==> src/rtl/daq_defines.svh <==
// FIFO depths, pointer width, register addresses and control bit position
`ifndef DAQ_DEFINES_SVH
`define DAQ_DEFINES_SVH

// One slot stays free so a channel FIFO holds 7 hits
`define DAQ_CH_FIFO_DEPTH 8

// Output FIFO holds 15 merged words
`define DAQ_OUT_FIFO_DEPTH 16

// Width of pointers and fill levels
`define DAQ_PTR_W 5

// Register map of the host slave
`define DAQ_ADDR_CTRL 32'h0000_0000
`define DAQ_ADDR_STATUS 32'h0000_0004
`define DAQ_ADDR_DATA 32'h0000_0008
`define DAQ_ADDR_LOST 32'h0000_000C

// Drain enable in the control register
`define DAQ_CTRL_DRAIN_BIT 0

`endif

==> src/rtl/daq_pkg.sv <==
// Hit word, merged output word and AXI response types
package daq_pkg;

    // Raw hit from one front-end channel
    typedef struct packed {
        logic [8:0] row;
        logic [5:0] col;
        logic [3:0] tot;  // Time over threshold
        logic [4:0] ts;   // Coarse timestamp
    } hit_t;

    // Word pushed into the output FIFO and read by the host
    typedef struct packed {
        logic       ch;   // Source channel
        logic [6:0] seq;  // Running merge count
        hit_t       hit;
    } word_t;

    typedef enum logic [1:0] {
        OKAY   = 2'b00,
        SLVERR = 2'b10
    } axi_resp_t;

endpackage

==> src/rtl/fifo_rd_if.sv <==
// Read side of a FIFO with source and sink modports
`include "daq_defines.svh"

interface fifo_rd_if #(
    parameter type payload_t = logic [31:0]
);

    logic                  read;   // Pop request from the consumer
    logic                  empty;
    payload_t              data;   // Registered head word
    logic [`DAQ_PTR_W-1:0] size;   // Fill level

    modport source (
        input  read,
        output empty,
        output data,
        output size
    );

    modport sink (
        output read,
        input  empty,
        input  data,
        input  size
    );

endinterface

==> src/rtl/hit_fifo.sv <==
// Circular-buffer FIFO with registered head word, fill level and overflow pulse
`include "daq_defines.svh"

module hit_fifo #(
    parameter int  DEPTH     = `DAQ_CH_FIFO_DEPTH,
    parameter type payload_t = daq_pkg::hit_t
) (
    input  logic      clk,
    input  logic      reset,
    input  logic      write,
    input  payload_t  data_in,
    output logic      full,
    output logic      overflow,
    fifo_rd_if.source rd
);

    localparam int PW = `DAQ_PTR_W;
    localparam int AW = $clog2(DEPTH);
    localparam logic [PW-1:0] LAST = PW'(DEPTH - 1);

    payload_t      mem [DEPTH];
    logic [PW-1:0] wr_ptr;
    logic [PW-1:0] rd_ptr;
    logic [PW-1:0] wr_next;
    logic [PW-1:0] rd_next;  // Look-ahead read address
    logic          push;
    logic          pop;

    assign push = write && !full;
    assign pop  = rd.read && !rd.empty;

    assign wr_next = (wr_ptr == LAST) ? '0 : wr_ptr + 1'b1;
    assign full    = (wr_next == rd_ptr);  // One slot kept free

    always_comb begin
        rd_next = rd_ptr;
        if (pop) begin
            rd_next = (rd_ptr == LAST) ? '0 : rd_ptr + 1'b1;
        end
    end

    always_ff @(posedge clk) begin
        if (reset) begin
            wr_ptr <= '0;
            rd_ptr <= '0;
        end else begin
            if (push) begin
                wr_ptr <= wr_next;
            end
            rd_ptr <= rd_next;
        end
    end

    // Empty follows the pointers one edge late so it matches the head register
    always_ff @(posedge clk) begin
        if (reset) begin
            rd.empty <= 1'b1;
        end else begin
            rd.empty <= (wr_ptr == rd_next);
        end
    end

    always_ff @(posedge clk) begin
        if (reset) begin
            overflow <= 1'b0;
        end else begin
            overflow <= write && full;  // Hit dropped
        end
    end

    always_ff @(posedge clk) begin
        if (push) begin
            mem[wr_ptr[AW-1:0]] <= data_in;
        end
        rd.data <= mem[rd_next[AW-1:0]];
    end

    always_comb begin
        if (wr_ptr >= rd_ptr) begin
            rd.size = wr_ptr - rd_ptr;
        end else begin
            rd.size = wr_ptr + (PW'(DEPTH) - rd_ptr);  // Write pointer has wrapped
        end
    end

    // Full means the write pointer sits one slot behind the read pointer
    a_no_pass_when_full: assert property (@(posedge clk) disable iff (reset)
        full |-> rd.size == LAST);

    a_not_empty_and_full: assert property (@(posedge clk) disable iff (reset)
        !(rd.empty && full));

endmodule

==> src/rtl/hit_merger.sv <==
// Round-robin merge of two channel FIFOs into tagged output words
module hit_merger (
    input  logic           clk,
    input  logic           reset,
    input  logic           drain,
    fifo_rd_if.sink        ch0,
    fifo_rd_if.sink        ch1,
    input  logic           out_full,
    output logic           out_write,
    output daq_pkg::word_t out_data
);

    import daq_pkg::*;

    logic       rr_ptr;  // Channel preferred when both have data
    logic       sel;
    logic       go;
    logic [6:0] seq;
    hit_t       head;

    always_comb begin
        if (ch0.empty) begin
            sel = 1'b1;
        end else if (ch1.empty) begin
            sel = 1'b0;
        end else begin
            sel = rr_ptr;
        end
    end

    // Stall on a full output FIFO and let the channel FIFOs absorb hits
    assign go = drain && !out_full && !(ch0.empty && ch1.empty);

    assign ch0.read = go && !sel;
    assign ch1.read = go && sel;

    assign head      = sel ? ch1.data : ch0.data;
    assign out_write = go;
    assign out_data  = '{ch: sel, seq: seq, hit: head};

    always_ff @(posedge clk) begin
        if (reset) begin
            rr_ptr <= 1'b0;
            seq    <= '0;
        end else if (go) begin
            rr_ptr <= !sel;        // Other channel next time
            seq    <= seq + 1'b1;  // Wraps at 128
        end
    end

    a_single_pop: assert property (@(posedge clk) disable iff (reset)
        !(ch0.read && ch1.read));

endmodule

==> src/rtl/axil_regs.sv <==
// AXI4-Lite slave with control, status, data-pop and lost-counter registers
`include "daq_defines.svh"

module axil_regs (
    input  logic                  clk,
    input  logic                  reset,
    input  logic [31:0]           awaddr,
    input  logic                  awvalid,
    output logic                  awready,
    input  logic [31:0]           wdata,
    input  logic [3:0]            wstrb,
    input  logic                  wvalid,
    output logic                  wready,
    output daq_pkg::axi_resp_t    bresp,
    output logic                  bvalid,
    input  logic                  bready,
    input  logic [31:0]           araddr,
    input  logic                  arvalid,
    output logic                  arready,
    output logic [31:0]           rdata,
    output daq_pkg::axi_resp_t    rresp,
    output logic                  rvalid,
    input  logic                  rready,
    fifo_rd_if.sink               out,
    input  logic [`DAQ_PTR_W-1:0] ch0_size,
    input  logic [`DAQ_PTR_W-1:0] ch1_size,
    input  logic                  overflow0,
    input  logic                  overflow1,
    output logic                  drain
);

    import daq_pkg::*;

    logic        wr_start;
    logic        lost_clear;
    logic [31:0] lost_cnt;
    logic [31:0] ctrl_word;
    logic [31:0] status_word;

    // Address and data are taken together in one cycle
    assign wr_start = awvalid && wvalid && !awready && !bvalid;

    always_ff @(posedge clk) begin
        if (reset) begin
            awready <= 1'b0;
            wready  <= 1'b0;
            bvalid  <= 1'b0;
        end else begin
            awready <= wr_start;
            wready  <= wr_start;
            if (awready) begin
                bvalid <= 1'b1;
            end else if (bready) begin
                bvalid <= 1'b0;
            end
        end
    end

    always_ff @(posedge clk) begin
        if (awready) begin
            case (awaddr)
                `DAQ_ADDR_CTRL, `DAQ_ADDR_STATUS, `DAQ_ADDR_DATA, `DAQ_ADDR_LOST: begin
                    bresp <= OKAY;  // Read-only registers ignore the data
                end
                default: bresp <= SLVERR;
            endcase
        end
    end

    always_ff @(posedge clk) begin
        if (reset) begin
            drain <= 1'b0;
        end else if (awready && awaddr == `DAQ_ADDR_CTRL) begin
            drain <= wdata[`DAQ_CTRL_DRAIN_BIT];
        end
    end

    assign lost_clear = awready && (awaddr == `DAQ_ADDR_LOST);

    // Both channels may drop a hit in the same cycle
    always_ff @(posedge clk) begin
        if (reset || lost_clear) begin
            lost_cnt <= '0;
        end else begin
            lost_cnt <= lost_cnt + 32'(overflow0) + 32'(overflow1);
        end
    end

    always_comb begin
        ctrl_word                      = '0;
        ctrl_word[`DAQ_CTRL_DRAIN_BIT] = drain;
    end

    always_comb begin
        status_word                       = '0;
        status_word[0 +: `DAQ_PTR_W]      = out.size;
        status_word[8 +: `DAQ_PTR_W]      = ch0_size;
        status_word[16 +: `DAQ_PTR_W]     = ch1_size;
        status_word[24]                   = out.empty;
    end

    always_ff @(posedge clk) begin
        if (reset) begin
            arready <= 1'b0;
            rvalid  <= 1'b0;
        end else begin
            arready <= arvalid && !arready && !rvalid;
            if (arready) begin
                rvalid <= 1'b1;
            end else if (rready) begin
                rvalid <= 1'b0;
            end
        end
    end

    // Head word is captured on the same edge that pops it
    assign out.read = arready && (araddr == `DAQ_ADDR_DATA);

    always_ff @(posedge clk) begin
        if (arready) begin
            rresp <= OKAY;
            case (araddr)
                `DAQ_ADDR_CTRL:   rdata <= ctrl_word;
                `DAQ_ADDR_STATUS: rdata <= status_word;
                `DAQ_ADDR_DATA: begin
                    if (out.empty) begin
                        rdata <= '0;
                        rresp <= SLVERR;
                    end else begin
                        rdata <= out.data;
                    end
                end
                `DAQ_ADDR_LOST:   rdata <= lost_cnt;
                default: begin
                    rdata <= '0;
                    rresp <= SLVERR;
                end
            endcase
        end
    end

    a_rvalid_hold: assert property (@(posedge clk) disable iff (reset)
        rvalid && !rready |=> rvalid && $stable(rdata));

endmodule

==> src/rtl/daq_readout.sv <==
// Readout top with two channel FIFOs, merger, output FIFO and host register slave
`include "daq_defines.svh"

module daq_readout (
    input  logic               clk,
    input  logic               reset,
    input  logic               hit0_valid,
    input  daq_pkg::hit_t      hit0_data,
    input  logic               hit1_valid,
    input  daq_pkg::hit_t      hit1_data,
    input  logic [31:0]        awaddr,
    input  logic               awvalid,
    output logic               awready,
    input  logic [31:0]        wdata,
    input  logic [3:0]         wstrb,
    input  logic               wvalid,
    output logic               wready,
    output daq_pkg::axi_resp_t bresp,
    output logic               bvalid,
    input  logic               bready,
    input  logic [31:0]        araddr,
    input  logic               arvalid,
    output logic               arready,
    output logic [31:0]        rdata,
    output daq_pkg::axi_resp_t rresp,
    output logic               rvalid,
    input  logic               rready
);

    import daq_pkg::*;

    fifo_rd_if #(.payload_t(hit_t))  ch0_rd ();
    fifo_rd_if #(.payload_t(hit_t))  ch1_rd ();
    fifo_rd_if #(.payload_t(word_t)) out_rd ();

    logic  overflow0;
    logic  overflow1;
    logic  out_full;
    logic  out_write;
    logic  drain;
    word_t out_data;

    // Front-end channels have no back-pressure so full only shows as overflow
    hit_fifo #(.DEPTH(`DAQ_CH_FIFO_DEPTH), .payload_t(hit_t)) u_ch0_fifo (
        .clk      (clk),
        .reset    (reset),
        .write    (hit0_valid),
        .data_in  (hit0_data),
        .full     (),
        .overflow (overflow0),
        .rd       (ch0_rd)
    );

    hit_fifo #(.DEPTH(`DAQ_CH_FIFO_DEPTH), .payload_t(hit_t)) u_ch1_fifo (
        .clk      (clk),
        .reset    (reset),
        .write    (hit1_valid),
        .data_in  (hit1_data),
        .full     (),
        .overflow (overflow1),
        .rd       (ch1_rd)
    );

    hit_merger u_merger (
        .clk       (clk),
        .reset     (reset),
        .drain     (drain),
        .ch0       (ch0_rd),
        .ch1       (ch1_rd),
        .out_full  (out_full),
        .out_write (out_write),
        .out_data  (out_data)
    );

    // Merger never writes while full
    hit_fifo #(.DEPTH(`DAQ_OUT_FIFO_DEPTH), .payload_t(word_t)) u_out_fifo (
        .clk      (clk),
        .reset    (reset),
        .write    (out_write),
        .data_in  (out_data),
        .full     (out_full),
        .overflow (),
        .rd       (out_rd)
    );

    axil_regs u_regs (
        .clk       (clk),
        .reset     (reset),
        .awaddr    (awaddr),
        .awvalid   (awvalid),
        .awready   (awready),
        .wdata     (wdata),
        .wstrb     (wstrb),
        .wvalid    (wvalid),
        .wready    (wready),
        .bresp     (bresp),
        .bvalid    (bvalid),
        .bready    (bready),
        .araddr    (araddr),
        .arvalid   (arvalid),
        .arready   (arready),
        .rdata     (rdata),
        .rresp     (rresp),
        .rvalid    (rvalid),
        .rready    (rready),
        .out       (out_rd),
        .ch0_size  (ch0_rd.size),
        .ch1_size  (ch1_rd.size),
        .overflow0 (overflow0),
        .overflow1 (overflow1),
        .drain     (drain)
    );

endmodule

==> config.mk <==
export PLATFORM = sky130hd
export DESIGN_NAME = daq_readout
export DESIGN_NICKNAME = d
export VERILOG_FILES = /design/src/rtl/daq_pkg.sv /design/src/rtl/fifo_rd_if.sv /design/src/rtl/hit_fifo.sv /design/src/rtl/hit_merger.sv /design/src/rtl/axil_regs.sv /design/src/rtl/daq_readout.sv
export VERILOG_INCLUDE_DIRS = /design/src /design/src/rtl
export SDC_FILE = /design/constraint.sdc
export NUM_CORES = 1
export LEC_CHECK = 0
export ABC_CLOCK_PERIOD_IN_PS = 7400
export BUFFER_PORTS_ARGS = -buffer_cell sky130_fd_sc_hd__buf_2
export CAP_MARGIN = 20
export CORE_MARGIN = 5
export CORE_UTILIZATION = 55
export CTS_CLUSTER_SIZE = 25
export DETAILED_ROUTE_END_ITERATION = 10
export GPL_ROUTABILITY_DRIVEN = 0
export PLACE_DENSITY_LB_ADDON = 0.15
export SETUP_SLACK_MARGIN = 0.1
export SYNTH_ARGS = -nofsm -noshare
export SYNTH_HDL_FRONTEND = slang
export SYNTH_SLANG_ARGS = --single-unit
==> constraint.sdc <==
create_clock -name clk -period 7.4 [get_ports clk]
set_clock_uncertainty 0.2 [all_clocks]
set_input_delay 0.37 -clock clk [delete_from_list [all_inputs] [get_ports clk]]
set_output_delay 0.37 -clock clk [all_outputs]
set_load 0.02 [all_outputs]
======== Word level (Yosys, flattened, before mapping) ========
Memory sizes are Yosys's and may differ from the RTL's. A register that Yosys moved wholly into a read port is not among the register bits.
Index checks and enable logic that the tools add are counted.
storage, ports and cells
  bits in registers ....................... 116
  logic and storage cells ................. 134
  output and inout port bits .............. 41
  input port bits ......................... 157
  bits in writable memories ............... 896
  memories kept ........................... 3
cells by class
  multiplexer cells ....................... 30
  $lt $le $gt $ge ......................... 3
  reductions and logical operators ........ 40
  equality and inequality tests ........... 18
  $add $sub $neg .......................... 18
memories
  name            depth  bits a word  rd ports  clocked after memory_dff  wr ports  RTL line        source
  u_out_fifo.mem  16     32           1         1                         1         hit_fifo.sv:21  payload_t mem [DEPTH];
  u_ch0_fifo.mem  8      24           1         1                         1         hit_fifo.sv:21
  u_ch1_fifo.mem  8      24           1         1                         1         hit_fifo.sv:21
operators with widths
  cell                                                                     number
  32-bit by 4-bit equality test with 1-bit output (second input constant)  4
  32-bit case mux with 4 select lines                                      1
  32-bit by 1-bit adder with 32-bit output                                 2
  32-bit by 3-bit equality test with 1-bit output (second input constant)  2
  32-bit zero test                                                         2
  5-bit 2-to-1 mux                                                         12
  32-bit 2-to-1 mux                                                        1
  5-bit by 1-bit adder with 5-bit output (second input constant)           6
  5-bit equality test                                                      6
  24-bit 2-to-1 mux                                                        1
  1-bit logical AND                                                        21
  5-bit by 3-bit equality test with 1-bit output (second input constant)   4
  5-bit adder                                                              3
  5-bit >= comparator                                                      3
  5-bit subtractor                                                         3
  1-bit zero test                                                          12
  1-bit 2-to-1 mux                                                         12
  5-bit by 4-bit equality test with 1-bit output (second input constant)   2
  4-bit by 5-bit subtractor with 5-bit output (first input constant)       2
  7-bit by 1-bit adder with 7-bit output (second input constant)           1
  5-bit subtractor (first input constant)                                  1
  2-bit 2-to-1 mux                                                         2
  2-bit case mux with 2 select lines                                       1
  2-bit nonzero test                                                       2
  3 further kinds                                                          3

======== Logic depth before layout (Yosys ltp) ========
  depth in word-level cells ............... 10
  mapped depth ............................ 15
  gate-level depth less buffers ........... 13

======== Cells and area by module ========
Synthesis repeated with hierarchy kept, for this count alone.
unflattened totals
  cell total of the unflattened synthesis .. 3,331
  area, all modules ....................... 46,025.4 um^2
by module, submodules not included
  module                  instances  area each (um^2)  sequential area each (um^2)  cells each
  hit_fifo at u_out_fifo  1          23,273.6          16,255.6                     1,662
  hit_fifo at u_ch1_fifo  1          9,374.0           6,486.2                      619
  hit_fifo at u_ch0_fifo  1          9,278.9           6,486.2                      645
  axil_regs               1          3,367.0           1,761.7                      326
  hit_merger              1          732.0             160.2                        79

======== Least setup slack after synthesis ========
No wires, ideal clock.
  path type ............................... register -> register
  start ................................... reg u_out_fifo.wr_ptr[0]
  end ..................................... mem u_out_fifo.mem[0][0] (netlist name) (enable)
  path buffers ............................ 1
  data arrival time ....................... 4.578 ns
  data required time ...................... 6.739 ns
  setup time .............................. 0.461 ns
  clock period less this slack ............ 5.240 ns
  stages on the path, launching flop included .. 12
  slack ................................... 2.160 ns
  cells stage by stage .................... dfxtp_1 inv_1 ha_1 and2_1 a21oi_1 o311ai_2 o211ai_4 nand2_1 a21oi_1 clkbuf_1 nand2_1 nor3_1
between the ends
  longest elaborated chain between the ends .. 9
  elaborated cells between the ends (all ways) .. 10
  those cells by class .................... add/sub (1); eq/ne (2); mux (3); reduce/logical (4)
ends and longest elaborated chain
  item                                                                                                             RTL line                          source
  start: declaration                                                                                               hit_fifo.sv:22                    logic [PW-1:0] wr_ptr;
  start signal: assignment                                                                                         hit_fifo.sv:48                    wr_ptr <= wr_next;
  5-bit by 1-bit adder with 5-bit output / 5-bit by 4-bit equality test with 1-bit output (equally long branches)  hit_fifo.sv:32                    assign wr_next = (wr_ptr == LAST) ? '0 : wr_ptr + 1'b1;
  5-bit 2-to-1 mux                                                                                                 hit_fifo.sv:32
  5-bit equality test                                                                                              hit_fifo.sv:33                    assign full = (wr_next == rd_ptr);
  1-bit zero test                                                                                                  hit_fifo.sv:29, hit_merger.sv:32
  1-bit logical AND (2 in series)                                                                                  hit_merger.sv:32                  assign go = drain && !out_full && !(ch0.empty && ch1.empty);
  1-bit logical AND                                                                                                hit_fifo.sv:29                    assign push = write && !full;
  1-bit 2-to-1 mux                                                                                                 hit_fifo.sv:72                    if (push) begin
  1-bit 2-to-1 mux (not written as such)                                                                           hit_fifo.sv:73                    mem[wr_ptr[AW-1:0]] <= data_in;
  end: declaration                                                                                                 hit_fifo.sv:21
Parallel ways exist; a longest one is shown, timed or not.

======== Worst setup path after layout ========
  start ................................... reg u_out_fifo.wr_ptr[2]
  end ..................................... reg, netlist name u_ch1_fifo.rd.data[1]
between the ends
  longest elaborated chain between the ends .. 9
  elaborated cells between the ends (all ways) .. 10
  those cells by class .................... add/sub (1); eq/ne (2); mux (2); reduce/logical (5)
ends and longest elaborated chain
  item                                                                                                             RTL line          source
  5-bit by 1-bit adder with 5-bit output / 5-bit by 4-bit equality test with 1-bit output (equally long branches)  hit_fifo.sv:32
  5-bit 2-to-1 mux *                                                                                               hit_fifo.sv:32
  5-bit equality test *                                                                                            hit_fifo.sv:33
  1-bit zero test *                                                                                                hit_merger.sv:32
  1-bit logical AND * (2 in series)                                                                                hit_merger.sv:32
  1-bit logical AND *                                                                                              hit_merger.sv:35  assign ch1.read = go && sel;
  1-bit logical AND *                                                                                              hit_fifo.sv:30    assign pop = rd.read && !rd.empty;
  5-bit 2-to-1 mux *                                                                                               hit_fifo.sv:37    if (pop) begin
Mark *: on every way between the ends. The rest lies on a longest branch, timed or not.
A chain may end at the register's enable or synchronous reset.

==> flow_summary.ini <==
[clock_network]
htreeDepth = 3
clockRootBuffer = clkbuf_16
cts_tree = built
clkLatencyLatePin_ns = 0.67
max-clock-path-buffers = 3
clk_pin_slew_ns = 0.06
cts_resized = 0
clock-sinks = 1090
numCtsBuffers = 108

[floorplanning]
io_pins = 198
dieArea_mm2 = 0.0848
coreArea_mm2 = 0.0787
die-width_um = 291
start_util_pct = 55.2
die_h_um = 291
rows = 103

[worst_setup_path]
regToRegSetupSlack_ns = 2.78
crit_arrival_ns = 4.98
cp_max_fo = 57
criticalPathCategory = reg -> reg
endpoint_kind = flop
rr_worst_depth = 10
crit_required_ns = 7.76
r2r_start = u_out_fifo.wr_ptr[2]
critPathLaunchType = flop
reg2reg_to = u_ch1_fifo.rd.data[1]

[yosys]
synth_area_leaders = edfxtp_1, dfxtp_1, mux2i_1
synth.distinct_cells = 71
yosysSeqAreaShare_pct = 71.6
ys_ff_latch = 1090
synth_ff_type = edfxtp_1
async_reset_ff_share_pct = 0
synth_top_area_share_pct = 64.2
netlist_area_mm2 = 0.0435
synth-edff-count = 930
synth_top_area_cell = edfxtp_1
synthCells = 3040
synth_warnings = 0
syn_avg_cell_area_um2 = 14.3

[power_and_ir_drop]
intPower_uw = 9940
powerDensity_mw_per_mm2 = 252
leakage_uw = 0.0165
peakVddDrop_uv = 231
power_switching_share_pct = 20.6
clkPwrFrac_pct = 41.8
p_switching_uw = 2570
pwr-share-comb_pct = 3.5
finalPower_uw = 12500
seq_power_share_pct = 54.8

[drt]
vias_per_cell = 5.90
drtAntennaViolNets = 0
vias = 25900
drt_iter0_drc = 2168
drt_first_pass_iters = 5
wire_per_inst_um = 23.3
wirelength_mm = 102
drc_errors = 0

[cells_and_area]
drive_gt1_share_pct = 14.3
fin_nets = 3456
layout_common_cells = edfxtp_1, nand2_1, a21oi_1
syn2layout_area_growth_pct = 14.1
layout_commonest_cell = edfxtp_1

[sta]
fmax_mhz = 217
slew_violations = 0
fin_crit_ns = 4.62
finalCritPeriodShare_pct = 62.4
finalSetupViolCount = 0
rsz0062_at_grt = false
tightest_slew_ns = 1.13
finalHoldViolCount = 0
slew_headroom_pct = 24.8
setup_tns_ns = 0

[global_route]
antenna_found_initial = 3
grt_pass1_wl_mm = 153
grt_remaining_overflow = 0
track_usage_pct = 23.4
grt_max_degree = 129
grt_pass1_vias = 25700

[hold_path]
hold_start = araddr[30]
hold_end = u_regs.rresp[1]
holdCritPathClass = in -> reg
worstHoldPathCells = 5

[status]
status = finished, final reports clean

[placed_design]
hpwlAfterDp_mm = 57.1
port-buffer-count = 160

[job]
cap_violations = 0
==> critical path: stages (launching register included) <==
cell	delay [ns]
dfxtp_1	0.74
nand2b_1	0.42
o21a_1	0.32
and3_1	0.23
o211ai_4	0.19
and4_4	0.34
mux2_4	0.60
buf_4	0.75
mux2i_1	0.28
a22oi_1	0.11
a21o_1	0.23
==> cell families (layout without fill, tap and decap cells) <==
kind of cell	Yosys count	count (layout)	share of synthesized area, %
AO/OA/AOI/OAI	655	655	10.1
adder cells (fa/ha/maj)	51	51	1.71
AND/OR/NAND/NOR	680	680	6.78
multiplexers	244	244	5.75
flip-flops	1090	1090	71.6
buffers and inverters	236	535	2.42
other	1	3	0.00862
XOR/XNOR	83	83	1.69
==> synthesized netlist by cell type (all sizes together) (9+ instances only) <==
master,number
xnor2,49
mux2,29
a31o,25
edfxtp,930
a22o,18
nor3,17
inv,51
nand4,16
fa,14
nor3b,9
nand2,398
nor2b,9
and2,12
ha,37
nand3,49
nor4,16
buf,78
nor2,123
a221oi,49
a22oi,214
and3,9
a31oi,9
dfxtp,160
xor2,34
a21o,28
clkbuf,107
a21oi,257
mux2i,215
o21ai,27
==> metal layers <==
metal  track usage [%]  part of all wire (%)  wire length (um)
met1              31.2                    41             41700
met2              39.5                    50             50600
met3              2.89                   5.4              5530
met4              9.47                   4.2              4260
met5                 0                 0.014                14
==> flip-flops by register name (all words and copies together) (netlist names), 5 cells and up <==
| signal | flops |
|---|---|
| u_ch0_fifo.mem | 192 |
| u_ch0_fifo.rd.data | 24 |
| u_ch0_fifo.rd_ptr | 5 |
| u_ch0_fifo.wr_ptr | 5 |
| u_ch1_fifo.mem | 192 |
| u_ch1_fifo.rd.data | 24 |
| u_ch1_fifo.rd_ptr | 5 |
| u_ch1_fifo.wr_ptr | 5 |
| u_merger.seq | 7 |
| u_out_fifo.mem | 512 |
| u_out_fifo.rd.data | 32 |
| u_out_fifo.rd_ptr | 5 |
| u_out_fifo.wr_ptr | 5 |
| u_regs.lost_cnt | 32 |
| u_regs.rdata | 32 |
==> worst max-delay path by stage <==
| stage | start | endpoint | slack, ns |
|---|---|---|---|
| floorplan | u_out_fifo.wr_ptr[0] | u_out_fifo.mem[0][0] | 2.16 |
| global placement | u_out_fifo.wr_ptr[2] | u_out_fifo.mem[1][11] | 2.56 |
| detailed placement | araddr[3] | u_out_fifo.rd.data[4] | 2.73 |
| CTS | u_out_fifo.wr_ptr[2] | u_ch1_fifo.rd.data[13] | 2.79 |
| global route | u_out_fifo.wr_ptr[2] | u_ch1_fifo.rd.data[13] | 2.52 |
| finish | u_out_fifo.wr_ptr[2] | u_ch1_fifo.rd.data[1] | 2.78 |
==> power groups by stage <==
stage / clock network [uW] / logic, uW / registers, uW
floorplan: 0 / 210 / 6980
global placement: 0 / 385 / 6980
detailed placement: 0 / 406 / 6980
CTS: 5320 / 434 / 6850
global route: 5580 / 472 / 6860
finish: 5220 / 436 / 6850
==> repair_timing <==
action | CTS | global route
buffers inserted | 0 | 0
setup endpoints to repair | 0 | 0
hold buffers | 63 | 0
hold endpoints to repair | 395 | 0
==> area by class of cell <==
cell class / count / area (um^2)
flip-flops and latches: 1090 / 31100
fillers: 5745 / 29100
multi-input cells: 1715 / 11600
clock buffers: 152 / 3010
repair buffers: 282 / 1950
well taps: 1050 / 1310
clock inverters: 50 / 425
inverters: 51 / 191
diodes: 1 / 2.50
==> metrics by stage <==
stage	instances	util (%)	area (um^2)	worst slack [ns]	hold slack, ns
finish	4391	63.0	49600	2.78	0.0650
global route	4391	63.0	49600	2.52	0.0732
CTS	4388	62.9	49600	2.79	0.0288
detailed placement	4123	57.8	45500	2.73	0.238
global placement	4122	57.8	45500	2.56	0.225
floorplan	3041	-	43500	2.16	0.267
No activity file was read; power rests on OpenSTA's default activity.
